==> src/source/joy_types_pkg.sv <==
/*
 * Joystick port data types
 * Widths of pad words, stick words, positions, counts and the port byte
 */
package joy_types_pkg;

  // Bit 0 right, 1 left, 2 down, 3 up, 4..7 but1..but4,
  // 8 start, 9 select, 10 R1, 11 L1, 12 R2, 13 L2
  typedef logic [13:0] pad_bits_t;

  // {y, x}, both signed bytes
  typedef logic [15:0] stick_word_t;

  typedef logic [7:0]  axis_pos_t;   // Unsigned axis position 0..255
  typedef logic [10:0] axis_count_t; // One-shot length, up to 1022
  typedef logic [27:0] rate_t;       // Clock rate in Hz, accumulator width

  // Game-port register, {buttons[3:0], axes[3:0]}
  typedef logic [7:0]  port_byte_t;

endpackage

==> src/source/joy_cfg_pkg.sv <==
/*
 * Joystick port configuration
 * Controller modes, axis-count methods and accumulator rate steps
 */
package joy_cfg_pkg;

  // Controller type seen by the game
  typedef enum logic [1:0] {
    two_button  = 2'd0,
    four_button = 2'd1,
    gravis_pro  = 2'd2, // GrIP serial pad
    no_stick    = 2'd3  // Port reads all ones
  } pad_mode_e;

  // How the axis one-shot length is derived
  typedef enum logic [1:0] {
    timed_ibm   = 2'd0, // IBM formula on 1.1 us tick
    count_8_141 = 2'd1, // Paratrooper friendly range
    count_0_256 = 2'd2,
    count_6_256 = 2'd3
  } count_mode_e;

  // Half-period step for a 20 kHz GrIP clock, relative to clock_rate in Hz
  parameter logic [27:0] GRIP_STEP = 28'd40000;
  // 1/1.1us = 909091 Hz
  parameter logic [27:0] TICK_STEP = 28'd909091;

  // Stick deflection that counts as analog use
  parameter logic signed [7:0] ACTIVITY_THRESHOLD = 8'sd60;

endpackage
==> src/source/axis_pos_if.sv <==
/*
 * Axis position bus
 * Four captured positions plus the load strobe, stick selector to axis timer
 */
`timescale 1ns/1ps

interface axis_pos_if;

  joy_types_pkg::axis_pos_t j1x; // Player 1 x
  joy_types_pkg::axis_pos_t j1y;
  joy_types_pkg::axis_pos_t j2x; // Player 2 x
  joy_types_pkg::axis_pos_t j2y;
  logic                     load; // Port write, positions valid now

  modport source (output j1x, j1y, j2x, j2y, load);
  modport sink   (input  j1x, j1y, j2x, j2y, load);

endinterface

==> src/source/joystick_port.sv <==
/*
 * PC game-port joystick adapter
 * Builds the 8-bit game-port register from two pads and two analog sticks
 */
`timescale 1ns/1ps

module joystick_port #(
  parameter joy_types_pkg::rate_t GRIP_STEP = joy_cfg_pkg::GRIP_STEP,
  parameter joy_types_pkg::rate_t TICK_STEP = joy_cfg_pkg::TICK_STEP
) (
  input  logic                       clk,
  input  logic                       rst_n,
  input  joy_types_pkg::rate_t       clock_rate, // Hz
  input  joy_types_pkg::pad_bits_t   dig_1,
  input  joy_types_pkg::pad_bits_t   dig_2,
  input  joy_types_pkg::stick_word_t ana_1,
  input  joy_types_pkg::stick_word_t ana_2,
  input  joy_cfg_pkg::pad_mode_e     mode,
  input  joy_cfg_pkg::count_mode_e   timed,
  input  logic [1:0]                 dis,   // Per-player disable
  input  logic                       read,
  input  logic                       write,
  output joy_types_pkg::port_byte_t  readdata
);

  logic       grip_pulse;
  logic       tick;
  logic       grip_clk;
  logic [1:0] grip_data;
  logic [3:0] active;  // Axis one-shots running
  logic [3:0] btn;     // Active low, btn[0] is button 1
  logic       dis_b34; // Mask buttons 3/4

  axis_pos_if pos_bus ();

  frac_tick_gen #(.STEP(GRIP_STEP)) grip_gen_inst (
    .clk        (clk),
    .clock_rate (clock_rate),
    .clear      (1'b0),       // Free running
    .pulse      (grip_pulse)
  );

  frac_tick_gen #(.STEP(TICK_STEP)) tick_gen_inst (
    .clk        (clk),
    .clock_rate (clock_rate),
    .clear      (write),      // Align tick phase to the write
    .pulse      (tick)
  );

  stick_position stick_position_inst (
    .clk   (clk),
    .rst_n (rst_n),
    .dig_1 (dig_1),
    .dig_2 (dig_2),
    .ana_1 (ana_1),
    .ana_2 (ana_2),
    .write (write),
    .pos   (pos_bus.source)
  );

  axis_timer axis_timer_inst (
    .clk    (clk),
    .rst_n  (rst_n),
    .timed  (timed),
    .tick   (tick),
    .read   (read),
    .pos    (pos_bus.sink),
    .active (active)
  );

  grip_serializer grip_serializer_inst (
    .clk       (clk),
    .rst_n     (rst_n),
    .pulse     (grip_pulse),
    .dig_1     (dig_1),
    .dig_2     (dig_2),
    .grip_clk  (grip_clk),
    .grip_data (grip_data)
  );

  // Button lines, released = 1
  always_ff @(posedge clk) begin
    if (!rst_n) begin
      btn <= 4'b1111;
    end else if (mode == joy_cfg_pkg::gravis_pro) begin
      btn <= {grip_data[1], grip_clk, grip_data[0], grip_clk}; // Clock on 1/3, data on 2/4
    end else if (mode == joy_cfg_pkg::four_button) begin
      btn <= ~dig_1[7:4];
    end else begin
      btn <= ~{dig_2[5:4], dig_1[5:4]}; // Player 2 buttons on 3/4
    end
  end

  // Four-button pad keeps 3/4 even with player 2 off
  assign dis_b34 = dis[1] && !(mode == joy_cfg_pkg::four_button && dis == 2'b10);

  always_ff @(posedge clk) begin
    if (mode == joy_cfg_pkg::no_stick) begin
      readdata <= 8'hFF;
    end else begin
      readdata <= {btn, active} |
                  {{2{dis_b34}}, {2{dis[0]}}, {2{dis[1]}}, {2{dis[0]}}}; // Disabled reads 1
    end
  end

endmodule

==> src/source/grip_serializer.sv <==
/*
 * Gravis GamePad Pro (GrIP) serializer
 * Drives the GrIP clock and a 24-slot frame per player on the data lines
 */
`timescale 1ns/1ps

module grip_serializer (
  input  logic                     clk,
  input  logic                     rst_n,
  input  logic                     pulse,     // Half-period pulse, 40 kHz
  input  joy_types_pkg::pad_bits_t dig_1,
  input  joy_types_pkg::pad_bits_t dig_2,
  output logic                     grip_clk,  // Host samples data on its falling edge
  output logic [1:0]               grip_data  // {player 2, player 1}, 1 = held
);

  logic [4:0] grip_pos; // Slot 0..23

  // Frame is a 0, five 1s, then groups of pad bits each led by a 0
  function automatic logic slot_bit(
    input joy_types_pkg::pad_bits_t d,
    input logic [4:0]               s
  );
    case (s)
      5'd0, 5'd6, 5'd11, 5'd16, 5'd21: return 1'b0; // Header start and group leaders
      5'd1, 5'd2, 5'd3, 5'd4, 5'd5:    return 1'b1;
      5'd7:  return d[9];  // Select
      5'd8:  return d[8];  // Start
      5'd9:  return d[12]; // R2
      5'd10: return d[7];  // but4
      5'd12: return d[13]; // L2
      5'd13: return d[5];  // but2
      5'd14: return d[4];  // but1
      5'd15: return d[6];  // but3
      5'd17: return d[11]; // L1
      5'd18: return d[10]; // R1
      5'd19: return d[3];  // Up
      5'd20: return d[2];  // Down
      5'd22: return d[0];  // Right
      default: return d[1]; // Slot 23, left
    endcase
  endfunction

  always_ff @(posedge clk) begin
    if (!rst_n) begin
      grip_clk  <= 1'b0;
      grip_pos  <= 5'd0;
      grip_data <= 2'b00;
    end else if (pulse) begin
      grip_clk <= ~grip_clk;
      // Low going high, so present the next slot
      if (!grip_clk) begin
        grip_pos  <= (grip_pos == 5'd23) ? 5'd0 : grip_pos + 5'd1;
        grip_data <= {slot_bit(dig_2, grip_pos), slot_bit(dig_1, grip_pos)};
      end
    end
  end

endmodule

==> src/source/axis_timer.sv <==
/*
 * Axis one-shot timers
 * Loads four counts from the positions on a port write, then counts them down
 */
`timescale 1ns/1ps

module axis_timer (
  input  logic                      clk,
  input  logic                      rst_n,
  input  joy_cfg_pkg::count_mode_e  timed,  // Count method
  input  logic                      tick,   // 1.1 us tick
  input  logic                      read,   // Port read strobe
  axis_pos_if.sink                  pos,
  output logic [3:0]                active  // {j2y, j2x, j1y, j1x} still running
);

  joy_types_pkg::axis_count_t cnt [4]; // Index 0 j1x, 1 j1y, 2 j2x, 3 j2y
  joy_types_pkg::axis_pos_t   pos_in [4];
  logic                       read_last;
  logic                       step;

  // One-shot length for a position under the selected method
  function automatic joy_types_pkg::axis_count_t map_count(
    input joy_cfg_pkg::count_mode_e m,
    input joy_types_pkg::axis_pos_t p
  );
    joy_types_pkg::axis_count_t w;
    w = joy_types_pkg::axis_count_t'(p);
    case (m)
      // 22 + pos * 1000/255, 4 - 1/16 - 1/64 approximates 3.92
      joy_cfg_pkg::timed_ibm:   return (p == 8'd255) ? 11'd1022 :
                                       11'd22 + (w << 2) - (w >> 4) - (w >> 6);
      joy_cfg_pkg::count_8_141: return 11'd8 + (w >> 1) + (w >> 4) - ((w >> 7) << 1);
      joy_cfg_pkg::count_0_256: return w;
      default:                  return w + 11'd6; // count_6_256
    endcase
  endfunction

  assign pos_in[0] = pos.j1x;
  assign pos_in[1] = pos.j1y;
  assign pos_in[2] = pos.j2x;
  assign pos_in[3] = pos.j2y;

  // Tick in timed mode, else falling edge of read (one cycle late)
  assign step = (timed == joy_cfg_pkg::timed_ibm) ? tick : (read_last & ~read);

  always_ff @(posedge clk) begin
    if (!rst_n) begin
      read_last <= 1'b0;
      for (int i = 0; i < 4; i++) begin
        cnt[i] <= 11'd128; // Center
      end
    end else begin
      read_last <= read;
      for (int i = 0; i < 4; i++) begin
        if (pos.load) begin
          cnt[i] <= map_count(timed, pos_in[i]); // New measurement wins over a step
        end else if (step && (cnt[i] != '0)) begin
          cnt[i] <= cnt[i] - 11'd1;
        end
      end
    end
  end

  always_comb begin
    for (int i = 0; i < 4; i++) begin
      active[i] = |cnt[i];
    end
  end

endmodule

==> src/source/stick_position.sv <==
/*
 * Stick position selector
 * Picks d-pad or analog input per player and converts each axis to 0..255
 */
`timescale 1ns/1ps

module stick_position (
  input  logic                       clk,
  input  logic                       rst_n,
  input  joy_types_pkg::pad_bits_t   dig_1,
  input  joy_types_pkg::pad_bits_t   dig_2,
  input  joy_types_pkg::stick_word_t ana_1,
  input  joy_types_pkg::stick_word_t ana_2,
  input  logic                       write, // Port write starts a measurement
  axis_pos_if.source                 pos
);

  logic use_dpad_1; // 1 = d-pad, 0 = analog
  logic use_dpad_2;
  logic active_1;   // Stick deflected past threshold
  logic active_2;

  // True when one signed axis is outside the dead band
  function automatic logic over_threshold(input logic signed [7:0] v);
    return (v < -joy_cfg_pkg::ACTIVITY_THRESHOLD) ||
           (v > joy_cfg_pkg::ACTIVITY_THRESHOLD);
  endfunction

  // Axis position from stick or from the two opposing d-pad lines
  function automatic joy_types_pkg::axis_pos_t map_axis(
    input logic       use_dpad,
    input logic [7:0] ana,
    input logic       dir_low,  // Left or up
    input logic       dir_high  // Right or down
  );
    if (!use_dpad) begin
      return {~ana[7], ana[6:0]}; // Signed -128..127 to offset binary
    end else if (dir_low) begin
      return 8'd0;
    end else if (dir_high) begin
      return 8'd255;
    end
    return 8'd128; // Centered
  endfunction

  assign active_1 = over_threshold(ana_1[7:0]) || over_threshold(ana_1[15:8]);
  assign active_2 = over_threshold(ana_2[7:0]) || over_threshold(ana_2[15:8]);

  // Analog wins; d-pad only reclaims the player when the stick is idle
  always_ff @(posedge clk) begin
    if (!rst_n) begin
      use_dpad_1 <= 1'b1;
      use_dpad_2 <= 1'b1;
    end else begin
      if (active_1) begin
        use_dpad_1 <= 1'b0;
      end else if (|dig_1[3:0]) begin
        use_dpad_1 <= 1'b1;
      end
      if (active_2) begin
        use_dpad_2 <= 1'b0;
      end else if (|dig_2[3:0]) begin
        use_dpad_2 <= 1'b1;
      end
    end
  end

  // Positions are combinational, sampled by the timer on load
  assign pos.j1x  = map_axis(use_dpad_1, ana_1[7:0],  dig_1[1], dig_1[0]);
  assign pos.j1y  = map_axis(use_dpad_1, ana_1[15:8], dig_1[3], dig_1[2]);
  assign pos.j2x  = map_axis(use_dpad_2, ana_2[7:0],  dig_2[1], dig_2[0]);
  assign pos.j2y  = map_axis(use_dpad_2, ana_2[15:8], dig_2[3], dig_2[2]);
  assign pos.load = write;

endmodule

==> src/source/frac_tick_gen.sv <==
/*
 * Fractional rate pulse generator
 * Emits one-cycle pulses at STEP Hz for a clock of clock_rate Hz
 */
`timescale 1ns/1ps

module frac_tick_gen #(
  parameter joy_types_pkg::rate_t STEP = joy_cfg_pkg::TICK_STEP
) (
  input  logic                 clk,
  input  joy_types_pkg::rate_t clock_rate, // System clock in Hz
  input  logic                 clear,      // Restart phase
  output logic                 pulse = 1'b0
);

  joy_types_pkg::rate_t acc = '0; // Phase accumulator, free running
  joy_types_pkg::rate_t acc_next;

  // Clear restarts from zero, so no pulse in the clearing cycle
  always_comb begin
    acc_next = clear ? '0 : acc + STEP;
  end

  always_ff @(posedge clk) begin
    if (acc_next >= clock_rate) begin
      acc   <= acc_next - clock_rate; // Keep the remainder for long-term accuracy
      pulse <= 1'b1;
    end else begin
      acc   <= acc_next;
      pulse <= 1'b0;
    end
  end

endmodule

==> config.mk <==
export PLATFORM = sky130hd
export DESIGN_NAME = joystick_port
export DESIGN_NICKNAME = d
export VERILOG_FILES = /design/src/source/joy_types_pkg.sv /design/src/source/joy_cfg_pkg.sv /design/src/source/axis_pos_if.sv /design/src/source/joystick_port.sv /design/src/source/grip_serializer.sv /design/src/source/axis_timer.sv /design/src/source/stick_position.sv /design/src/source/frac_tick_gen.sv
export SDC_FILE = /design/constraint.sdc
export NUM_CORES = 1
export LEC_CHECK = 0
export ABC_AREA = 1
export BUFFER_PORTS_ARGS = -buffer_cell sky130_fd_sc_hd__buf_2
export CAP_MARGIN = 10
export CORE_AREA = 4 4 150 188
export DETAILED_ROUTE_END_ITERATION = 8
export DIE_AREA = 0 0 154 192
export GPL_ROUTABILITY_DRIVEN = 0
export HOLD_SLACK_MARGIN = 0.03
export PLACE_DENSITY = 0.82
export SLEW_MARGIN = 40
export SYNTH_ARGS = -nofsm -noshare
export SYNTH_HDL_FRONTEND = slang
export SYNTH_SLANG_ARGS = --single-unit
==> constraint.sdc <==
create_clock -name clk -period 6.9 [get_ports clk]
set_input_delay 0 -clock clk [delete_from_list [all_inputs] [get_ports clk]]
set_output_delay 0 -clock clk [all_outputs]
set_load 0.03 [all_outputs]
==> flow_summary.ini <==
[timing]
period_needed_ps = 4190
setup-violations-final = 0
tightest_slew_ps = 808
rsz0062_at_grt = no
holdWs_ps = 48.0
finClkSkew_ps = 13.0
fin_setup_tns_ps = 0
drv_slew = 0
hold_viol_final = 0
slew_headroom = 0.458
period_share = 0.607
timing.fmax_ghz = 0.239

[die]
rows = 67
core_area_um2 = 26600
die_w_um = 154
start_util = 0.627
dieHeight_um = 192
dieArea_um2 = 29600
io_pins = 106

[synth]
synth_commonest_cells = nand2_1, inv_1, nor2_1
synth-simple-area-share = 0.348
syn_inst = 2684
synth_top_family_by_area = simple AND/OR/NAND/NOR gates
synth_xor_area_frac = 0.0489
synth_compound_area_frac = 0.161
yosysMostFrequentCell = nand2_1
ys_async_sr_fraction = 0
ys_types = 53
synth_top_area_share = 0.162
seq_area_frac_synth = 0.180
synthMuxAreaShare = 0
netlist_area_um2 = 16700
syn_avg_cell_area_um2 = 6.21
synthFlopType = dfxtp_1
synth_area_leaders = nand2_1, ha_1, inv_1
synth-seq-cells = 125
synthAdderAreaFrac = 0.154
syn-num-nets = 2978
synth_top_cell_by_area = nand2_1
synth-edff-count = 50
ys_warn_count = 0

[clock_network]
clock_latency_ps = 450
root_buffer = clkbuf_16
ctsResizeCount = 0
clkSinkCount = 125
cts_max_level = 4
cts_buffers = 17
cts_buffer_depth = 2
cts_tree = built
clk_pin_slew_ps = 60

[cells_and_area]
area_growth_pct = 9.52
nNetsFinal = 3096
layout-drive-gt1-share = 0.0863

[setup_path]
crit_arrival_ps = 4380
endpoint_kind = register
cp.required_ps = 7090
worstPathMaxFanout = 13
path_class = register to register
cp-start-kind = register
r2r_slack_ps = 2710
worstReg2RegEnd = axis_timer_inst.cnt[0][17]$_SDFFCE_PN0P_
worstRegToRegCells = 16
timing.rr.start = stick_position_inst.use_dpad_1$_SDFFE_PN1P_

[detailed_routing]
drcViolationCount = 2
vias = 18600
viasPerCell = 5.89
drtIter0Drc = 1657
wire_per_inst_um = 16.6
drt_pass1_iterations = 9
antenna_left = 0
wl_um = 52600

[global_route]
grt_pass1_vias = 18500
grt_max_degree = 40
grt_pass1_wl_um = 85400
track_usage = 0.351
antenna_found_initial = 5
overflow = 0

[min_path]
hold_depth = 7
min-delay-start = dig_2[9]
worst_hold_path_type = primary input to register
holdPathEnd = grip_serializer_inst.grip_data[1]$_SDFFE_PN0P_

[power_and_ir_drop]
p_total_w = 0.00561
leakagePower_nw = 9.52
cellPowerDensity_nw_per_um2 = 308
ir_drop_uv = 319

[run]
cap_viol_max_count = 0

[outcome]
violations = DRC
status = complete, but fails checks

[placement]
port_buffers = 105
hpwlAfterDp_um = 41600
registers in the layout, summed over array words and instances, names as in the netlist:
name                            count
axis_timer_inst.cnt                44
grip_gen_inst.acc                  28
tick_gen_inst.acc                  28
readdata                            8
grip_serializer_inst.grip_pos       5
btn                                 4
grip_serializer_inst.grip_data      2
axis_timer_inst.read_last           1
grip_gen_inst.pulse                 1
grip_serializer_inst.grip_clk       1
stick_position_inst.use_dpad_1      1
stick_position_inst.use_dpad_2      1
tick_gen_inst.pulse                 1
worst max-delay path, stage by stage, from the launching register on:
cell     delay (ps)
dfxtp_1         750
inv_2           220
nor2_4          170
nand2_4         110
o21ai_1         350
inv_1           150
ha_1            450
inv_1           100
ha_1            350
inv_1            70
o21ai_0         120
nor2_1          130
nand2_1          70
o21ai_0         560
nand3_1         170
nand3_1         110
nand2_1          70
power by group:
part	internal [W]	switching [W]
clock network	0.000477	0.000410
logic	0.00125	0.00235
registers	0.000975	0.000148
total	0.00270	0.00291
cell type report:
cell class,instances,area [µm²]
diodes,2,5.00
clock buffers,17,425
clock inverters,15,145
fillers,2370,8330
inverters,421,1580
multi-input cells,2105,11900
flip-flops and latches,125,3000
well taps,345,432
repair buffers,132,793
placed cells by master, fill, tap and decap left out, drive strengths merged, types with 10 or more instances in the layout:
cell         count
nand3          229
xnor2           31
edfxtp          50
o21ai          229
nand4           53
nor2           247
inv            429
nor3            38
or2             11
dlygate4sd3     23
o21bai          16
fa              14
o211ai          11
a21oi          181
nor4            10
dfxtp           75
ha             182
xor2            62
clkbuf          17
buf            109
nand2          738
through the flow:
| step | util | worst slack, ps | cell area [µm²] | cells |
|---|---|---|---|---|
| after floorplan | - | 3620 | 16700 | 2684 |
| after global placement | 0.655 | 3090 | 17400 | 3104 |
| after detailed placement | 0.656 | 2960 | 17400 | 3105 |
| after CTS | 0.686 | 2960 | 18200 | 3160 |
| after global routing | 0.686 | 2410 | 18200 | 3160 |
| final | 0.686 | 2710 | 18200 | 3162 |
timing repair:
action                                  CTS  global route
endpoints found under the hold margin    20             0
hold buffers                             23             0
endpoints found under the setup margin    0             0
buffers inserted                          0             0
metal layers:
layer,part of all wire,wire (µm),track usage
met3,0.070,3690,0.0550
met4,0.092,4860,0.288
met1,0.36,19100,0.369
met2,0.47,25000,0.618
met5,0.00091,48,0
kinds of logic (layout without fill, tap and decap cells):
group,after synthesis,count (layout)
other cells,0,2
flops,125,125
fa+ha+maj,196,196
compound gates,478,478
xor+xnor,93,93
buf+inv,454,585
simple gates,1338,1338
worst max path at each step:
stage                                                      startpoint                                        to  depth (start not counted)
final                     stick_position_inst.use_dpad_1$_SDFFE_PN1P_  axis_timer_inst.cnt[0][17]$_SDFFCE_PN0P_                         16
after global routing      stick_position_inst.use_dpad_1$_SDFFE_PN1P_  axis_timer_inst.cnt[0][17]$_SDFFCE_PN0P_                         16
after CTS                 stick_position_inst.use_dpad_1$_SDFFE_PN1P_  axis_timer_inst.cnt[0][21]$_SDFFCE_PN0P_                         19
after detailed placement  stick_position_inst.use_dpad_1$_SDFFE_PN1P_  axis_timer_inst.cnt[0][21]$_SDFFCE_PN0P_                         19
after global placement    stick_position_inst.use_dpad_1$_SDFFE_PN1P_  axis_timer_inst.cnt[0][19]$_SDFFCE_PN0P_                         19
after floorplan           stick_position_inst.use_dpad_1$_SDFFE_PN1P_  axis_timer_inst.cnt[0][19]$_SDFFCE_PN0P_                         17
(Power assumes the default switching activity.)
